## src/verilog/c64_loader_pkg.sv

```systemverilog
`default_nettype none

package c64_loader_pkg;

	// ========================================================================
	// Widths
	// ========================================================================
	localparam int RAM_ADDR_W = 25;
	localparam int DL_OFS_W   = 25;

	// ========================================================================
	// Image indices and CRT layout
	// ========================================================================
	localparam logic [7:0] IDX_PRG     = 8'h02;
	localparam logic [7:0] IDX_CRT     = 8'h03;
	localparam logic [7:0] IDX_CRT_ALT = 8'hC0;

	localparam logic [RAM_ADDR_W-1:0] CRT_BASE       = 25'h100000;
	localparam logic [DL_OFS_W-1:0]   CRT_CHIP_START = 25'h40;
	// EXROM and GAME bytes follow the two id bytes
	localparam logic [DL_OFS_W-1:0]   CRT_ID_OFS     = 25'h16;

	localparam int CHIP_HDR_LEN    = 16;
	localparam int BANK_ALIGN_BITS = 13;

	// ========================================================================
	// Bundles
	// ========================================================================
	typedef struct packed {
		logic [DL_OFS_W-1:0] ofs;
		logic [7:0]          data;
	} dl_byte_t;

	typedef struct packed {
		logic [RAM_ADDR_W-1:0] addr;
		logic [7:0]            data;
	} ram_wr_t;

	typedef struct packed {
		logic [15:0] id;
		logic [7:0]  exrom;
		logic [7:0]  game;
		logic        attached;
	} cart_info_t;

	typedef struct packed {
		logic [7:0]  btype;
		logic [15:0] num;
		logic [15:0] laddr;
		logic [15:0] size;
	} chip_bank_t;

endpackage

`default_nettype wire

```

## src/verilog/image_parser.sv

```systemverilog
`timescale 1ns/1ns
`default_nettype none

module image_parser import c64_loader_pkg::*; #(
	parameter int ADDR_W = RAM_ADDR_W
) (
	input  wire             clk_sys,
	input  wire             reset_n,
	input  wire             dl_active_i,
	input  wire [7:0]       dl_index_i,
	input  wire             dl_wr_i,
	input  dl_byte_t        dl_byte_i,
	input  wire             chip_payload_i,
	input  wire             chip_start_i,
	output logic            restart_o,
	output logic            chip_byte_o,
	output logic [7:0]      chip_data_o,
	output logic            wr_req_o,
	output ram_wr_t         wr_o,
	output cart_info_t      cart_info_o
);

	localparam logic [ADDR_W-1:0] ALIGN_MASK = ADDR_W'((1 << BANK_ALIGN_BITS) - 1);

	logic              is_prg;
	logic              is_crt;
	logic              prg_payload;
	logic              take;
	logic [ADDR_W-1:0] load_addr;
	logic              old_active;
	logic              attached;
	logic [15:0]       cart_id;
	logic [7:0]        cart_exrom;
	logic [7:0]        cart_game;

	assign is_prg = (dl_index_i == IDX_PRG);
	assign is_crt = (dl_index_i == IDX_CRT) || (dl_index_i == IDX_CRT_ALT);

	// PRG bytes after the two address bytes go straight to RAM
	assign prg_payload = dl_wr_i && is_prg && (dl_byte_i.ofs >= DL_OFS_W'(2));

	// CRT bytes from the first CHIP packet on belong to the header walker
	assign chip_byte_o = dl_wr_i && is_crt && (dl_byte_i.ofs >= CRT_CHIP_START);
	assign chip_data_o = dl_byte_i.data;
	assign restart_o   = dl_wr_i && is_crt && (dl_byte_i.ofs == '0);

	assign take = prg_payload || chip_payload_i;

	// ========================================================================
	// Load address and write request
	// ========================================================================
	always_ff @(posedge clk_sys) begin
		if (!reset_n) begin
			load_addr  <= '0;
			wr_req_o   <= 1'b0;
			old_active <= 1'b0;
			attached   <= 1'b0;
		end else begin
			old_active <= dl_active_i;
			wr_req_o   <= take;

			// Load address comes little endian in front of the PRG data
			if (dl_wr_i && is_prg) begin
				if (dl_byte_i.ofs == '0)
					load_addr <= ADDR_W'(dl_byte_i.data);
				else if (dl_byte_i.ofs == DL_OFS_W'(1))
					load_addr[15:8] <= dl_byte_i.data;
			end

			if (restart_o)
				load_addr <= ADDR_W'(CRT_BASE);

			// New packet starts on the next bank boundary
			if (chip_start_i && ((load_addr & ALIGN_MASK) != '0))
				load_addr <= (load_addr | ALIGN_MASK) + 1'b1;

			if (take)
				load_addr <= load_addr + 1'b1;

			// Cartridge counts as attached once its download is over
			if (is_crt && (old_active != dl_active_i))
				attached <= old_active;
		end
	end

	always_ff @(posedge clk_sys) begin
		if (take) begin
			wr_o.addr <= RAM_ADDR_W'(load_addr);
			wr_o.data <= dl_byte_i.data;
		end
	end

	// CRT file header fields
	always_ff @(posedge clk_sys) begin
		if (dl_wr_i && is_crt) begin
			if (dl_byte_i.ofs == CRT_ID_OFS)
				cart_id[15:8] <= dl_byte_i.data;
			if (dl_byte_i.ofs == CRT_ID_OFS + DL_OFS_W'(1))
				cart_id[7:0] <= dl_byte_i.data;
			if (dl_byte_i.ofs == CRT_ID_OFS + DL_OFS_W'(2))
				cart_exrom <= dl_byte_i.data;
			if (dl_byte_i.ofs == CRT_ID_OFS + DL_OFS_W'(3))
				cart_game <= dl_byte_i.data;
		end
	end

	assign cart_info_o = '{id: cart_id, exrom: cart_exrom, game: cart_game, attached: attached};

endmodule

`default_nettype wire

```

## src/verilog/crt_chip_header.sv

```systemverilog
`timescale 1ns/1ns
`default_nettype none

module crt_chip_header import c64_loader_pkg::*; (
	input  wire        clk_sys,
	input  wire        reset_n,
	input  wire        restart_i,
	input  wire        chip_byte_i,
	input  wire [7:0]  chip_data_i,
	output logic       chip_payload_o,
	output logic       chip_start_o,
	output chip_bank_t bank_o,
	output logic       bank_wr_o
);

	logic [3:0]  hdr_cnt;
	logic [31:0] blk_len;
	logic        idle;

	// Idle between packets with no header byte counted and no payload left
	assign idle = (hdr_cnt == 4'd0) && (blk_len == '0);

	assign chip_start_o   = chip_byte_i && idle;
	assign chip_payload_o = chip_byte_i && (hdr_cnt == 4'd0) && (blk_len != '0);

	// ========================================================================
	// Header counter and remaining packet length
	// ========================================================================
	always_ff @(posedge clk_sys) begin
		if (!reset_n) begin
			hdr_cnt   <= 4'd0;
			blk_len   <= '0;
			bank_wr_o <= 1'b0;
		end else begin
			bank_wr_o <= 1'b0;
			if (restart_i) begin
				hdr_cnt <= 4'd0;
				blk_len <= '0;
			end else if (chip_byte_i) begin
				if (idle) begin
					hdr_cnt <= 4'd1;
				end else if (hdr_cnt != 4'd0) begin
					// Wraps back to zero after byte 15
					hdr_cnt <= hdr_cnt + 4'd1;
					case (hdr_cnt)
						4'd4: blk_len[31:24] <= chip_data_i;
						4'd5: blk_len[23:16] <= chip_data_i;
						4'd6: blk_len[15:8]  <= chip_data_i;
						4'd7: blk_len[7:0]   <= chip_data_i;
						// Packet length includes its own header
						4'd8: blk_len <= blk_len - 32'(CHIP_HDR_LEN);
						4'd15: bank_wr_o <= 1'b1;
						default: ;
					endcase
				end else begin
					blk_len <= blk_len - 32'd1;
				end
			end
		end
	end

	// Bank fields are big endian
	always_ff @(posedge clk_sys) begin
		if (chip_byte_i && !restart_i) begin
			case (hdr_cnt)
				4'd9:  bank_o.btype       <= chip_data_i;
				4'd10: bank_o.num[15:8]   <= chip_data_i;
				4'd11: bank_o.num[7:0]    <= chip_data_i;
				4'd12: bank_o.laddr[15:8] <= chip_data_i;
				4'd13: bank_o.laddr[7:0]  <= chip_data_i;
				4'd14: bank_o.size[15:8]  <= chip_data_i;
				4'd15: bank_o.size[7:0]   <= chip_data_i;
				default: ;
			endcase
		end
	end

endmodule

`default_nettype wire

```

## src/verilog/slot_writer.sv

```systemverilog
`timescale 1ns/1ns
`default_nettype none

module slot_writer import c64_loader_pkg::*; (
	input  wire     clk_sys,
	input  wire     reset_n,
	input  wire     wr_req_i,
	input  ram_wr_t wr_i,
	input  wire     slot_i,
	output logic    dl_wait_o,
	output logic    ram_we_o,
	output ram_wr_t ram_wr_o
);

	logic    pending;
	logic    used;
	logic    slot_d;
	logic    serve;
	ram_wr_t held;

	// Only the first cycle of a slot may start a write
	assign serve = slot_i && !slot_d && pending;

	always_ff @(posedge clk_sys) begin
		if (!reset_n) begin
			pending <= 1'b0;
			used    <= 1'b0;
			slot_d  <= 1'b0;
		end else begin
			slot_d <= slot_i;
			if (wr_req_i)
				pending <= 1'b1;
			else if (serve)
				pending <= 1'b0;

			// Slot belongs to this write until it ends
			if (serve)
				used <= 1'b1;
			else if (!slot_i)
				used <= 1'b0;
		end
	end

	always_ff @(posedge clk_sys) begin
		if (wr_req_i)
			held <= wr_i;
		if (serve)
			ram_wr_o <= held;
	end

	assign ram_we_o  = used && slot_i;
	assign dl_wait_o = wr_req_i || pending;

endmodule

`default_nettype wire

```

## src/verilog/c64_loader_top.sv

```systemverilog
`timescale 1ns/1ns
`default_nettype none

module c64_loader_top import c64_loader_pkg::*; #(
	parameter int ADDR_W = RAM_ADDR_W
) (
	input  wire        clk_sys,
	input  wire        reset_n,
	input  wire        dl_active_i,
	input  wire [7:0]  dl_index_i,
	input  wire        dl_wr_i,
	input  dl_byte_t   dl_byte_i,
	input  wire        slot_i,
	output logic       dl_wait_o,
	output logic       ram_we_o,
	output ram_wr_t    ram_wr_o,
	output cart_info_t cart_info_o,
	output chip_bank_t bank_o,
	output logic       bank_wr_o
);

	// RAM writes carry the package address width
	if (ADDR_W > RAM_ADDR_W) begin : g_addr_w_check
		$error("ADDR_W %0d exceeds RAM address width %0d", ADDR_W, RAM_ADDR_W);
	end

	logic       restart;
	logic       chip_byte;
	logic [7:0] chip_data;
	logic       chip_payload;
	logic       chip_start;
	logic       wr_req;
	ram_wr_t    wr;

	// ========================================================================
	// Host byte stream to RAM writes
	// ========================================================================
	image_parser #(
		.ADDR_W(ADDR_W)
	) u_image_parser (
		.clk_sys        (clk_sys),
		.reset_n        (reset_n),
		.dl_active_i    (dl_active_i),
		.dl_index_i     (dl_index_i),
		.dl_wr_i        (dl_wr_i),
		.dl_byte_i      (dl_byte_i),
		.chip_payload_i (chip_payload),
		.chip_start_i   (chip_start),
		.restart_o      (restart),
		.chip_byte_o    (chip_byte),
		.chip_data_o    (chip_data),
		.wr_req_o       (wr_req),
		.wr_o           (wr),
		.cart_info_o    (cart_info_o)
	);

	crt_chip_header u_crt_chip_header (
		.clk_sys        (clk_sys),
		.reset_n        (reset_n),
		.restart_i      (restart),
		.chip_byte_i    (chip_byte),
		.chip_data_i    (chip_data),
		.chip_payload_o (chip_payload),
		.chip_start_o   (chip_start),
		.bank_o         (bank_o),
		.bank_wr_o      (bank_wr_o)
	);

	slot_writer u_slot_writer (
		.clk_sys   (clk_sys),
		.reset_n   (reset_n),
		.wr_req_i  (wr_req),
		.wr_i      (wr),
		.slot_i    (slot_i),
		.dl_wait_o (dl_wait_o),
		.ram_we_o  (ram_we_o),
		.ram_wr_o  (ram_wr_o)
	);

endmodule

`default_nettype wire

```

## config.mk

```make
export PLATFORM = sky130hd
export DESIGN_NAME = c64_loader_top
export DESIGN_NICKNAME = d
export VERILOG_FILES = /design/src/verilog/c64_loader_pkg.sv /design/src/verilog/image_parser.sv /design/src/verilog/crt_chip_header.sv /design/src/verilog/slot_writer.sv /design/src/verilog/c64_loader_top.sv
export SDC_FILE = /design/constraint.sdc
export NUM_CORES = 1
export LEC_CHECK = 0
export BUFFER_PORTS_ARGS = -buffer_cell sky130_fd_sc_hd__buf_4
export CORE_MARGIN = 1.5
export CORE_UTILIZATION = 48
export CTS_BUF_LIST = sky130_fd_sc_hd__clkbuf_4
export DETAILED_ROUTE_END_ITERATION = 10
export GPL_TIMING_DRIVEN = 0
export PLACE_DENSITY_LB_ADDON = 0.15
export SLEW_MARGIN = 40
export SYNTH_ARGS = -nofsm -noshare
export SYNTH_HDL_FRONTEND = slang
export SYNTH_SLANG_ARGS = --single-unit
export TNS_END_PERCENT = 50
```

## constraint.sdc

```tcl
create_clock -name clk_sys -period 4.3 [get_ports clk_sys]
set_clock_uncertainty 0.2 [all_clocks]
set_input_delay 0.215 -clock clk_sys [delete_from_list [all_inputs] [get_ports clk_sys]]
set_output_delay 0.215 -clock clk_sys [all_outputs]
set_load 0.1 [all_outputs]
```

==> results of run 1 <==
## final timing paths
path | startpoint | endpoint | cells past startpoint
worst max-delay path | u_crt_chip_header.blk_len[4] | u_crt_chip_header.blk_len[0] | 12
worst max register to register | u_crt_chip_header.blk_len[4] | u_crt_chip_header.blk_len[0] | 12
worst min register to register | u_slot_writer.held[16] | u_slot_writer.ram_wr_o[16] | 0
worst min-delay path | dl_index_i[1] | u_image_parser.attached | 5
## placed cells by master, fill, tap and decap left out, types with 6 or more instances in the layout
cell           synthesis  final
dfxtp_1               68     67
a211oi_1               9      9
nand3_1               26     26
nand2_1               50     50
a21oi_1               60     60
or3_1                  9      9
ha_1                   9      9
edfxtp_1             187    187
xnor2_1               11     11
nand2b_1               6      6
and2_1                13     13
a22oi_1                8      8
nor3_1                29     29
o21ai_0               47     46
and3_1                17     17
buf_2                  4      7
inv_1                 18     18
nor4_1                23     22
a31oi_1               16     16
o31ai_1                6      6
nor2_1                61     59
o221a_2                6      6
buf_4                  2    172
clkbuf_4               0     99
clkinv_1               2     12
a221oi_1               7      7
dlygate4sd3_1          0     18
o211ai_1               6      6
nand4_1                8      8
clkbuf_1              29     28
## cell type report
cell class                      instances  area share, %
Tap cell                              275           2.63
Timing Repair Buffer                  192           11.5
Buffer                                 36           1.21
Inverter                               20          0.573
Multi-Input combinational cell        515           24.0
Clock buffer                           99           5.68
Sequential cell                       255           53.3
Clock inverter                         17           1.05
Antenna cell                            1         0.0191
## flip-flops by register name (all words and copies together), names as in the netlist
name,flops
u_crt_chip_header.bank_o,56
u_crt_chip_header.bank_wr_o,1
u_crt_chip_header.blk_len,32
u_crt_chip_header.hdr_cnt,4
u_image_parser.attached,1
u_image_parser.cart_exrom,8
u_image_parser.cart_game,8
u_image_parser.cart_id,16
u_image_parser.load_addr,25
u_image_parser.old_active,1
u_image_parser.wr_o,33
u_image_parser.wr_req_o,1
u_slot_writer.held,33
u_slot_writer.pending,1
u_slot_writer.ram_wr_o,33
u_slot_writer.slot_d,1
u_slot_writer.used,1
## cell usage after synthesis, drive strengths merged, types with 6 or more instances
cell and number:
edfxtp 187, o211ai 6, nor3 31, ha 9
nand4 8, nor2 61, and2 14, o21ai 47
xnor2 11, a22oi 8, or3 10, buf 7
inv 18, a21oi 60, and3 17, a211oi 9
clkbuf 29, nand2 50, a221oi 7, a31oi 17
or4 6, nand2b 6, o221a 6, nor4 23
nand3 26, o31ai 6, dfxtp 68
## routing by layer
layer | global-route usage, % | up-vias | routed length, um
met3 | 4.45 | 65 | 1810
li1 | - | 3778 | -
met2 | 39.6 | 343 | 13500
met5 | 0 | - | 0
met1 | 31.4 | 3820 | 11000
met4 | 13.8 | 0 | 1020
## kinds of logic after synthesis
logic type	share of synthesized area, %
adder cells (fa/ha/maj)	1.09
XOR/XNOR	1.10
multiplexers	0.194
AO/OA/AOI/OAI	13.8
buffers and inverters	2.23
flip-flops	67.7
AND/OR/NAND/NOR	14.0
## timing repair
| action | CTS | global route |
|---|---|---|
| setup endpoints to repair | 0 | 3 |
| endpoints found under the hold margin | 180 | 0 |
| hold buffers | 18 | 0 |
| resized for setup | 0 | 1 |
## power by group
part	switching (mW)	internal, mW	leakage [nW]
Clock	0.961	1.18	0.521
Sequential	0.00100	2.62	2.20
Combinational	0.0719	0.0458	2.16
Total	1.03	3.85	4.88
## worst max-delay path: stages (launching register included)
cell and delay, ns:
dfxtp_1 0.32, inv_1 0.11, ha_1 0.23, or3b_2 0.45
clkbuf_1 0.19, or4_1 0.41, buf_2 0.18, o41ai_1 0.73
a21oi_1 0.43, clkbuf_1 0.33, a21oi_1 0.20, a21oi_1 0.07
nor2_1 0.10
==> impl_metrics.csv, run 1 <==
group,metric,value,unit
timing,tns,0,ns
worst_setup_path,start_kind,"register",
flow_run,max_cap_viol_count,0,
yosys,synth_area,0.0103,mm2
drt,wl_per_cell,19.4,um
yosys,yosys.cell_types.count,68,
drt,drt-vias-per-instance,5.68,
timing,max_freq,250,MHz
drt,routed_wl,27.3,mm
timing,relSlewSlack,42.3,%
grt,grt_max_degree,43,
timing,post-route-min-period,4.00,ns
timing,setup_viol,0,
yosys,synth_seq_area_share,67.7,%
clocking,cts_num_sinks,255,
timing,grt_setup_unrepaired,"false",
place,placed_cells,1275,
worst_setup_path,r2r_setup_slack,0.30,ns
drt,drtAntennaViolNets,0,
timing,tightest_slew,0.856,ns
status,outcome,"completed",
timing,drv_slew,0,
timing,holdWs,0.0419,ns
drt,vias,8006,
yosys,synth_area_leaders,"edfxtp_1, dfxtp_1, a21oi_1",
drt,drtIter0Drc,744,
place,port_buffers,169,
clocking,cts_tree,"yes",
worst_setup_path,cp_max_fo,10,
timing,worst_slack,0.297,ns
die,core,0.0210,mm2
yosys,yosysTopAreaCell,"edfxtp_1",
die,initial_utilization,49.1,%
cells_and_area,syn2layout_area_growth,26.9,%
drt,firstDrtPassIters,5,
yosys,synth_area_per_cell,12.5,um2
drt,drc,0,
clocking,htreeDepth,3,
clocking,clkLatencyLatePin,0.67,ns
clocking,clockBufferDepth,3,
grt,grt_pass1_vias,7689,
yosys,ys_warn_count,0,
clocking,post_cts_buffers,0,
grt,grt_use_total,24.6,%
place,dpl-instance-area,0.0120,mm2
cells_and_area,ff_latch_area,0.00698,mm2
clocking,clk_pin_slew,0.05,ns
cells_and_area,fin_cells,1410,
yosys,synth_edf_count,187,
die,dieArea,0.0224,mm2
timing,hold_viol_final,0,
cells_and_area,multiInputGateArea,0.00315,mm2
worst_setup_path,crit_type,"reg2reg",
power_and_ir_drop,power,4.88,mW
place,place_congestion,0.920,
grt,antenna_found_initial,1,
worst_setup_path,critical_path_required,4.69,ns
clocking,cts_buffers,67,
hold_path,hold_class,"in2reg",
yosys,synth-seq-cells,255,
worst_setup_path,endpoint_kind,"register",
clocking,cts-root-buf,"clkbuf_4",
yosys,yosysTopAreaCellShare,54.5,%
power_and_ir_drop,ir_drop,0.251,mV
timing,min_period_over_period,93.1,%
die,placementRows,53,
yosys,synth_fp_nets,881,
place,dp_hpwl,18.6,mm
yosys,synthArstFlopShare,0,%
cells_and_area,final_area,0.0131,mm2
power_and_ir_drop,p_leak,4.88,nW
power_and_ir_drop,power_density,373,mW/mm2
yosys,ys.flop_type,"edfxtp_1",
die,io_pins,171,
grt,overflow,0,
place,dp_slack,0.261,ns
die,die_w,150,um
yosys,synthCells,826,
cells_and_area,final_nets,1142,
grt,grt_pass1_wl,41.5,mm
cells_and_area,utilization,62.3,%
cells_and_area,drive_above_1_share,27.9,%
worst_setup_path,arrival,4.39,ns
cells_and_area,fillCellCount,1705,
die,die_height,150,um
Note: power is estimated with default switching activity, not from simulation.
==> inputs of run 2 (changes only) <==
--- a/config.mk
+++ b/config.mk
@@ -7,7 +7,7 @@
 export LEC_CHECK = 0
 export BUFFER_PORTS_ARGS = -buffer_cell sky130_fd_sc_hd__buf_4
 export CORE_MARGIN = 1.5
-export CORE_UTILIZATION = 48
+export CORE_UTILIZATION = 58
 export CTS_BUF_LIST = sky130_fd_sc_hd__clkbuf_4
 export DETAILED_ROUTE_END_ITERATION = 10
 export GPL_TIMING_DRIVEN = 0
==> run 2 against run 1 <==
Effect of this change:
- final area is 0.66% lower
- utilization up 13 points
- non-clock buffer count grew 4
- worst setup slack improved by 0.019 ns
- global-route usage increased by 6.0 points
- die area is 17% lower
- sequential power about the same
- flip-flop and latch count unchanged
- fmax increased by 0.47%
- via count grew 4.1%
- largest cell class unchanged
==> impl_metrics.csv, run 2 (synthesis results as in run 1) <==
group,metric,value,unit
cells_and_area,final_cell_mix,"edfxtp_1, buf_4, clkbuf_4, dfxtp_1",
timing,holdWs,0.0701,ns
drt,drtIter0Drc,958,
power_and_ir_drop,p_leak,4.85,nW
worst_setup_path,endpoint_kind,"register",
place,port_buffers,169,
clocking,cts-root-buf,"clkbuf_4",
power_and_ir_drop,p_switching,1.03,mW
clocking,clkLatencyLatePin,0.70,ns
cells_and_area,final_nets,1138,
timing,grt_setup_unrepaired,"false",
drt,wl_per_cell,20.8,um
die,dieArea,0.0186,mm2
clocking,cts_num_sinks,255,
cells_and_area,drive_above_1_share,27.4,%
power_and_ir_drop,power,4.67,mW
hold_path,hold_class,"in2reg",
cells_and_area,final_common_cell,"edfxtp_1",
timing,max_freq,251,MHz
clocking,cts_tree,"yes",
drt,drt-vias-per-instance,6.13,
timing,tightest_slew,0.857,ns
cells_and_area,utilization,74.9,%
place,dpl-instance-area,0.0120,mm2
grt,grt_use_total,30.6,%
drt,routed_wl,28.3,mm
place,dp_hpwl,18.6,mm
power_and_ir_drop,p_clk_share,41.4,%
power_and_ir_drop,power_density,359,mW/mm2
grt,antenna_found_initial,1,
die,placementRows,48,
cells_and_area,top_register,"u_crt_chip_header.bank_o",
power_and_ir_drop,power.internal,3.65,mW
grt,overflow,0,
clocking,post_cts_buffers,0,
drt,drtAntennaViolNets,0,
grt,grt_max_degree,29,
place,place_congestion,0.950,
timing,hold_viol_final,0,
worst_setup_path,crit_type,"reg2reg",
worst_setup_path,critical_path_required,4.65,ns
worst_setup_path,cp_max_fo,28,
cells_and_area,fin_cells,1360,
timing,setup_viol,0,
die,core,0.0174,mm2
worst_setup_path,arrival,4.34,ns
status,outcome,"completed",
drt,vias,8332,
timing,tns,0,ns
cells_and_area,multiInputGateArea,0.00317,mm2
grt,grt_pass1_vias,7970,
clocking,clockBufferDepth,3,
grt,grt_pass1_wl,43.1,mm
die,initial_utilization,59.4,%
power_and_ir_drop,combinationalPowerShare,2.5,%
cells_and_area,largest_reg_flops,56,
timing,drv_slew,0,
cells_and_area,syn2layout_area_growth,26.1,%
clocking,cts_buffers,59,
cells_and_area,fillCellCount,1122,
clocking,clk_pin_slew,0.08,ns
cells_and_area,ff_latch_area,0.00698,mm2
timing,min_period_over_period,92.7,%
timing,worst_slack,0.315,ns
worst_setup_path,start_kind,"register",
timing,relSlewSlack,42.7,%
die,die_height,136,um
place,placed_cells,1226,
die,die_w,136,um
cells_and_area,final_area,0.0130,mm2
die,io_pins,171,
clocking,htreeDepth,2,
flow_run,max_cap_viol_count,0,
clocking,cts_resized,0,
drt,firstDrtPassIters,8,
timing,post-route-min-period,3.98,ns
power_and_ir_drop,ir_drop,0.245,mV
place,dp_slack,0.329,ns
power_and_ir_drop,netSwitchingFraction,22.0,%
drt,drc,0,
power_and_ir_drop,pwr-share-seq,56.1,%
==> run 2: worst paths after layout <==
| kind | from | end | slack [ns] | depth (start not counted) |
|---|---|---|---|---|
| worst max-delay path | u_crt_chip_header.blk_len[4] | u_image_parser.load_addr[7] | 0.32 | 14 |
| worst max register to register | u_crt_chip_header.blk_len[4] | u_image_parser.load_addr[7] | 0.32 | 14 |
| worst min register to register | u_image_parser.wr_o[8] | u_slot_writer.held[8] | 0.19 | 0 |
| worst min-delay path | dl_byte_i[9] | u_image_parser.cart_id[9] | 0.07 | 4 |
==> run 2: final cells by class <==
class                   instances  share of cell area [%]
well taps                     225                    2.16
flip-flops and latches        255                    53.7
multi-input cells             515                    24.4
repair buffers                196                    12.0
clock inverters                20                   0.664
clock buffers                  92                    5.31
diodes                          1                  0.0192
plain buffers                  36                    1.22
inverters                      20                   0.577
==> run 2: critical path: stages, from the launching register on <==
cell	delay, ns
dfxtp_1	0.31
inv_1	0.11
ha_1	0.23
or3b_2	0.45
clkbuf_1	0.19
or4_1	0.41
buf_2	0.18
nor3_1	0.31
o21a_1	0.15
buf_2	0.20
clkinv_1	0.23
clkbuf_4	0.32
buf_12	0.22
a221oi_1	0.28
nor3_1	0.08
==> run 2: what timing repair did <==
item                                    in CTS  in global routing
endpoints found under the setup margin       0                  0
hold buffers                                20                  0
hold endpoints to repair                   189                  0
==> run 2: power by group through the flow <==
stage,Combinational (mW),Clock [mW],Sequential [mW]
6_report,0.116,1.94,2.62
5_1_grt,0.121,2.08,2.62
4_1_cts,0.113,1.97,2.62
3_5_place_dp,0.100,0,2.68
3_3_place_gp,0.0976,0,2.68
2_1_floorplan,0.0254,0,2.68
==> run 2: per-layer routing <==
metal	part of all wire [%]	track usage, %
met2	47	48.8
met1	41	41.3
met4	3.0	12.7
met5	0	0
met3	9.7	6.23
==> inputs of run 3 (changes only) <==
--- a/config.mk
+++ b/config.mk
@@ -7,8 +7,7 @@
 export LEC_CHECK = 0
 export BUFFER_PORTS_ARGS = -buffer_cell sky130_fd_sc_hd__buf_4
 export CORE_MARGIN = 1.5
-export CORE_UTILIZATION = 58
-export CTS_BUF_LIST = sky130_fd_sc_hd__clkbuf_4
+export CORE_UTILIZATION = 56
 export DETAILED_ROUTE_END_ITERATION = 10
 export GPL_TIMING_DRIVEN = 0
 export PLACE_DENSITY_LB_ADDON = 0.15
==> run 3 against run 2 <==
Effect of this change:
- the flow now finishes with violations (hold timing)
- power rose by 3.8%
- via count fell by 3.2%
- fmax rose by 2.1%
- sequential power barely moved
- routed wire length fell by 2.9%
- die area rose by 3.5%
- final area fell by 0.93%
- highest routed layer unchanged
==> impl_metrics.csv, run 3 (synthesis results as in run 1) <==
group,metric,value,unit
status,outcome,"finished with violations",
status,violations,"hold timing",
place,dp_hpwl,18.2,mm
timing,drv_slew,0,
worst_setup_path,arrival,4.11,ns
grt,use_met2,44.5,%
clocking,cts-root-buf,"clkbuf_16",
grt,met1_usage,40.4,%
cells_and_area,top_register,"u_crt_chip_header.bank_o",
cells_and_area,final_nets,1094,
clocking,clk_pin_slew,0.06,ns
drt,vias,8063,
cells_and_area,final_area,0.0129,mm2
timing,tightest_slew,0.873,ns
grt,antenna_found_initial,0,
drt,drtIter0Drc,894,
hold_path,hold_class,"in2reg",
die,core,0.0180,mm2
power_and_ir_drop,ir_drop,0.396,mV
clocking,cts_buffers,25,
grt,grt_pass1_vias,7634,
worst_setup_path,start_kind,"register",
die,dieArea,0.0192,mm2
power_and_ir_drop,p_leak,4.73,nW
die,placementRows,49,
grt,use_met3,4.49,%
grt,grt_use_total,28.1,%
grt,top_usage_layer,"met2",
worst_setup_path,cp_max_fo,42,
drt,drtAntennaViolNets,0,
grt,grt_pass1_wl,42.7,mm
timing,grt_setup_unrepaired,"false",
die,initial_utilization,57.2,%
timing,worst_slack,0.399,ns
timing,setup_viol,0,
flow_run,max_cap_viol_count,0,
cells_and_area,syn2layout_area_growth,24.9,%
clocking,clockBufferDepth,3,
drt,drt-vias-per-instance,6.26,
cells_and_area,largest_reg_flops,56,
clocking,cts_tree,"yes",
drt,drc,0,
place,port_buffers,169,
drt,routed_wl,27.5,mm
die,io_pins,171,
clocking,cts_num_sinks,255,
timing,tns,0,ns
timing,max_freq,256,MHz
cells_and_area,drive_above_1_share,23.4,%
worst_setup_path,crit_type,"reg2reg",
cells_and_area,n_antenna_cell,0,
timing,holdWs,-0.000650,ns
die,die_height,139,um
cells_and_area,final_cell_mix,"edfxtp_1, buf_4, dfxtp_1, nor2_1, a21oi_1",
drt,wl_per_cell,21.3,um
timing,post-route-min-period,3.90,ns
worst_setup_path,endpoint_kind,"register",
timing,relSlewSlack,41.6,%
place,dp_slack,0.283,ns
drt,firstDrtPassIters,5,
clocking,post_cts_buffers,0,
place,place_congestion,0.963,
grt,overflow,0,
timing,min_period_over_period,90.7,%
timing,hold_viol_final,3,
cells_and_area,final_common_cell,"edfxtp_1",
grt,grt_max_degree,43,
die,die_w,139,um
clocking,clkLatencyLatePin,0.53,ns
power_and_ir_drop,power_density,376,mW/mm2
worst_setup_path,critical_path_required,4.51,ns
place,dpl-instance-area,0.0120,mm2
clocking,htreeDepth,1,
run 3: path summary, 6_finish.rpt:
kind / startpoint / to / slack [ns] / cells past startpoint
setup / recovery: u_crt_chip_header.blk_len[4] / u_image_parser.load_addr[7] / 0.40 / 13
hold / removal: dl_byte_i[8] / u_image_parser.cart_exrom[5] / -0.0007 / 2
setup reg to reg: u_crt_chip_header.blk_len[4] / u_image_parser.load_addr[7] / 0.40 / 13
hold reg to reg: u_image_parser.wr_o[15] / u_slot_writer.held[15] / 0.22 / 0
run 3: cell type report:
type / count / area, um2
Clock buffer: 30 / 654
Inverter: 20 / 75.1
Sequential cell: 255 / 6980
Timing Repair Buffer: 186 / 1450
Fill cell: 1267 / 5140
Tap cell: 229 / 287
Buffer: 36 / 159
Multi-Input combinational cell: 515 / 3150
Clock inverter: 16 / 134
run 3: stage by stage:
| stage | instances | total power, mW | util, % |
|---|---|---|---|
| global route | 1287 | 4.98 | 71.5 |
| CTS | 1287 | 4.87 | 71.4 |
| finish | 1287 | 4.85 | 71.5 |
| detailed placement | 1229 | 2.78 | 66.4 |
| global placement | 1224 | 2.78 | 65.8 |
| floorplan | 826 | 2.70 | - |
run 3: critical path, cell delays in order, from the launching register on:
cell and delay [ns]:
dfxtp_1 0.31, inv_1 0.11, ha_1 0.23, or3b_2 0.45, clkbuf_1 0.18, or4_1 0.41
buf_2 0.17, nor3_1 0.34, o21a_1 0.15, buf_2 0.20, clkinv_1 0.22, buf_4 0.37
a221oi_1 0.36, nor3_1 0.07
run 3: power breakdown:
group | leakage, nW | switching [mW] | total, mW | internal [mW]
Sequential | 2.20 | 0.00109 | 2.62 | 2.62
Combinational | 2.14 | 0.0686 | 0.112 | 0.0431
Clock | 0.387 | 0.909 | 2.11 | 1.21
run 3: repair_timing:
action                                  in CTS  in global routing
hold buffers                                12                  0
endpoints found under the setup margin       0                  1
endpoints found under the hold margin      107                  0
gates resized for setup                      0                  1
run 3: per-layer routing:
layer	up-vias	routed length, um
li1	3630	-
met1	3911	11700
met2	456	12600
met3	66	2420
met4	0	797
met5	-	0
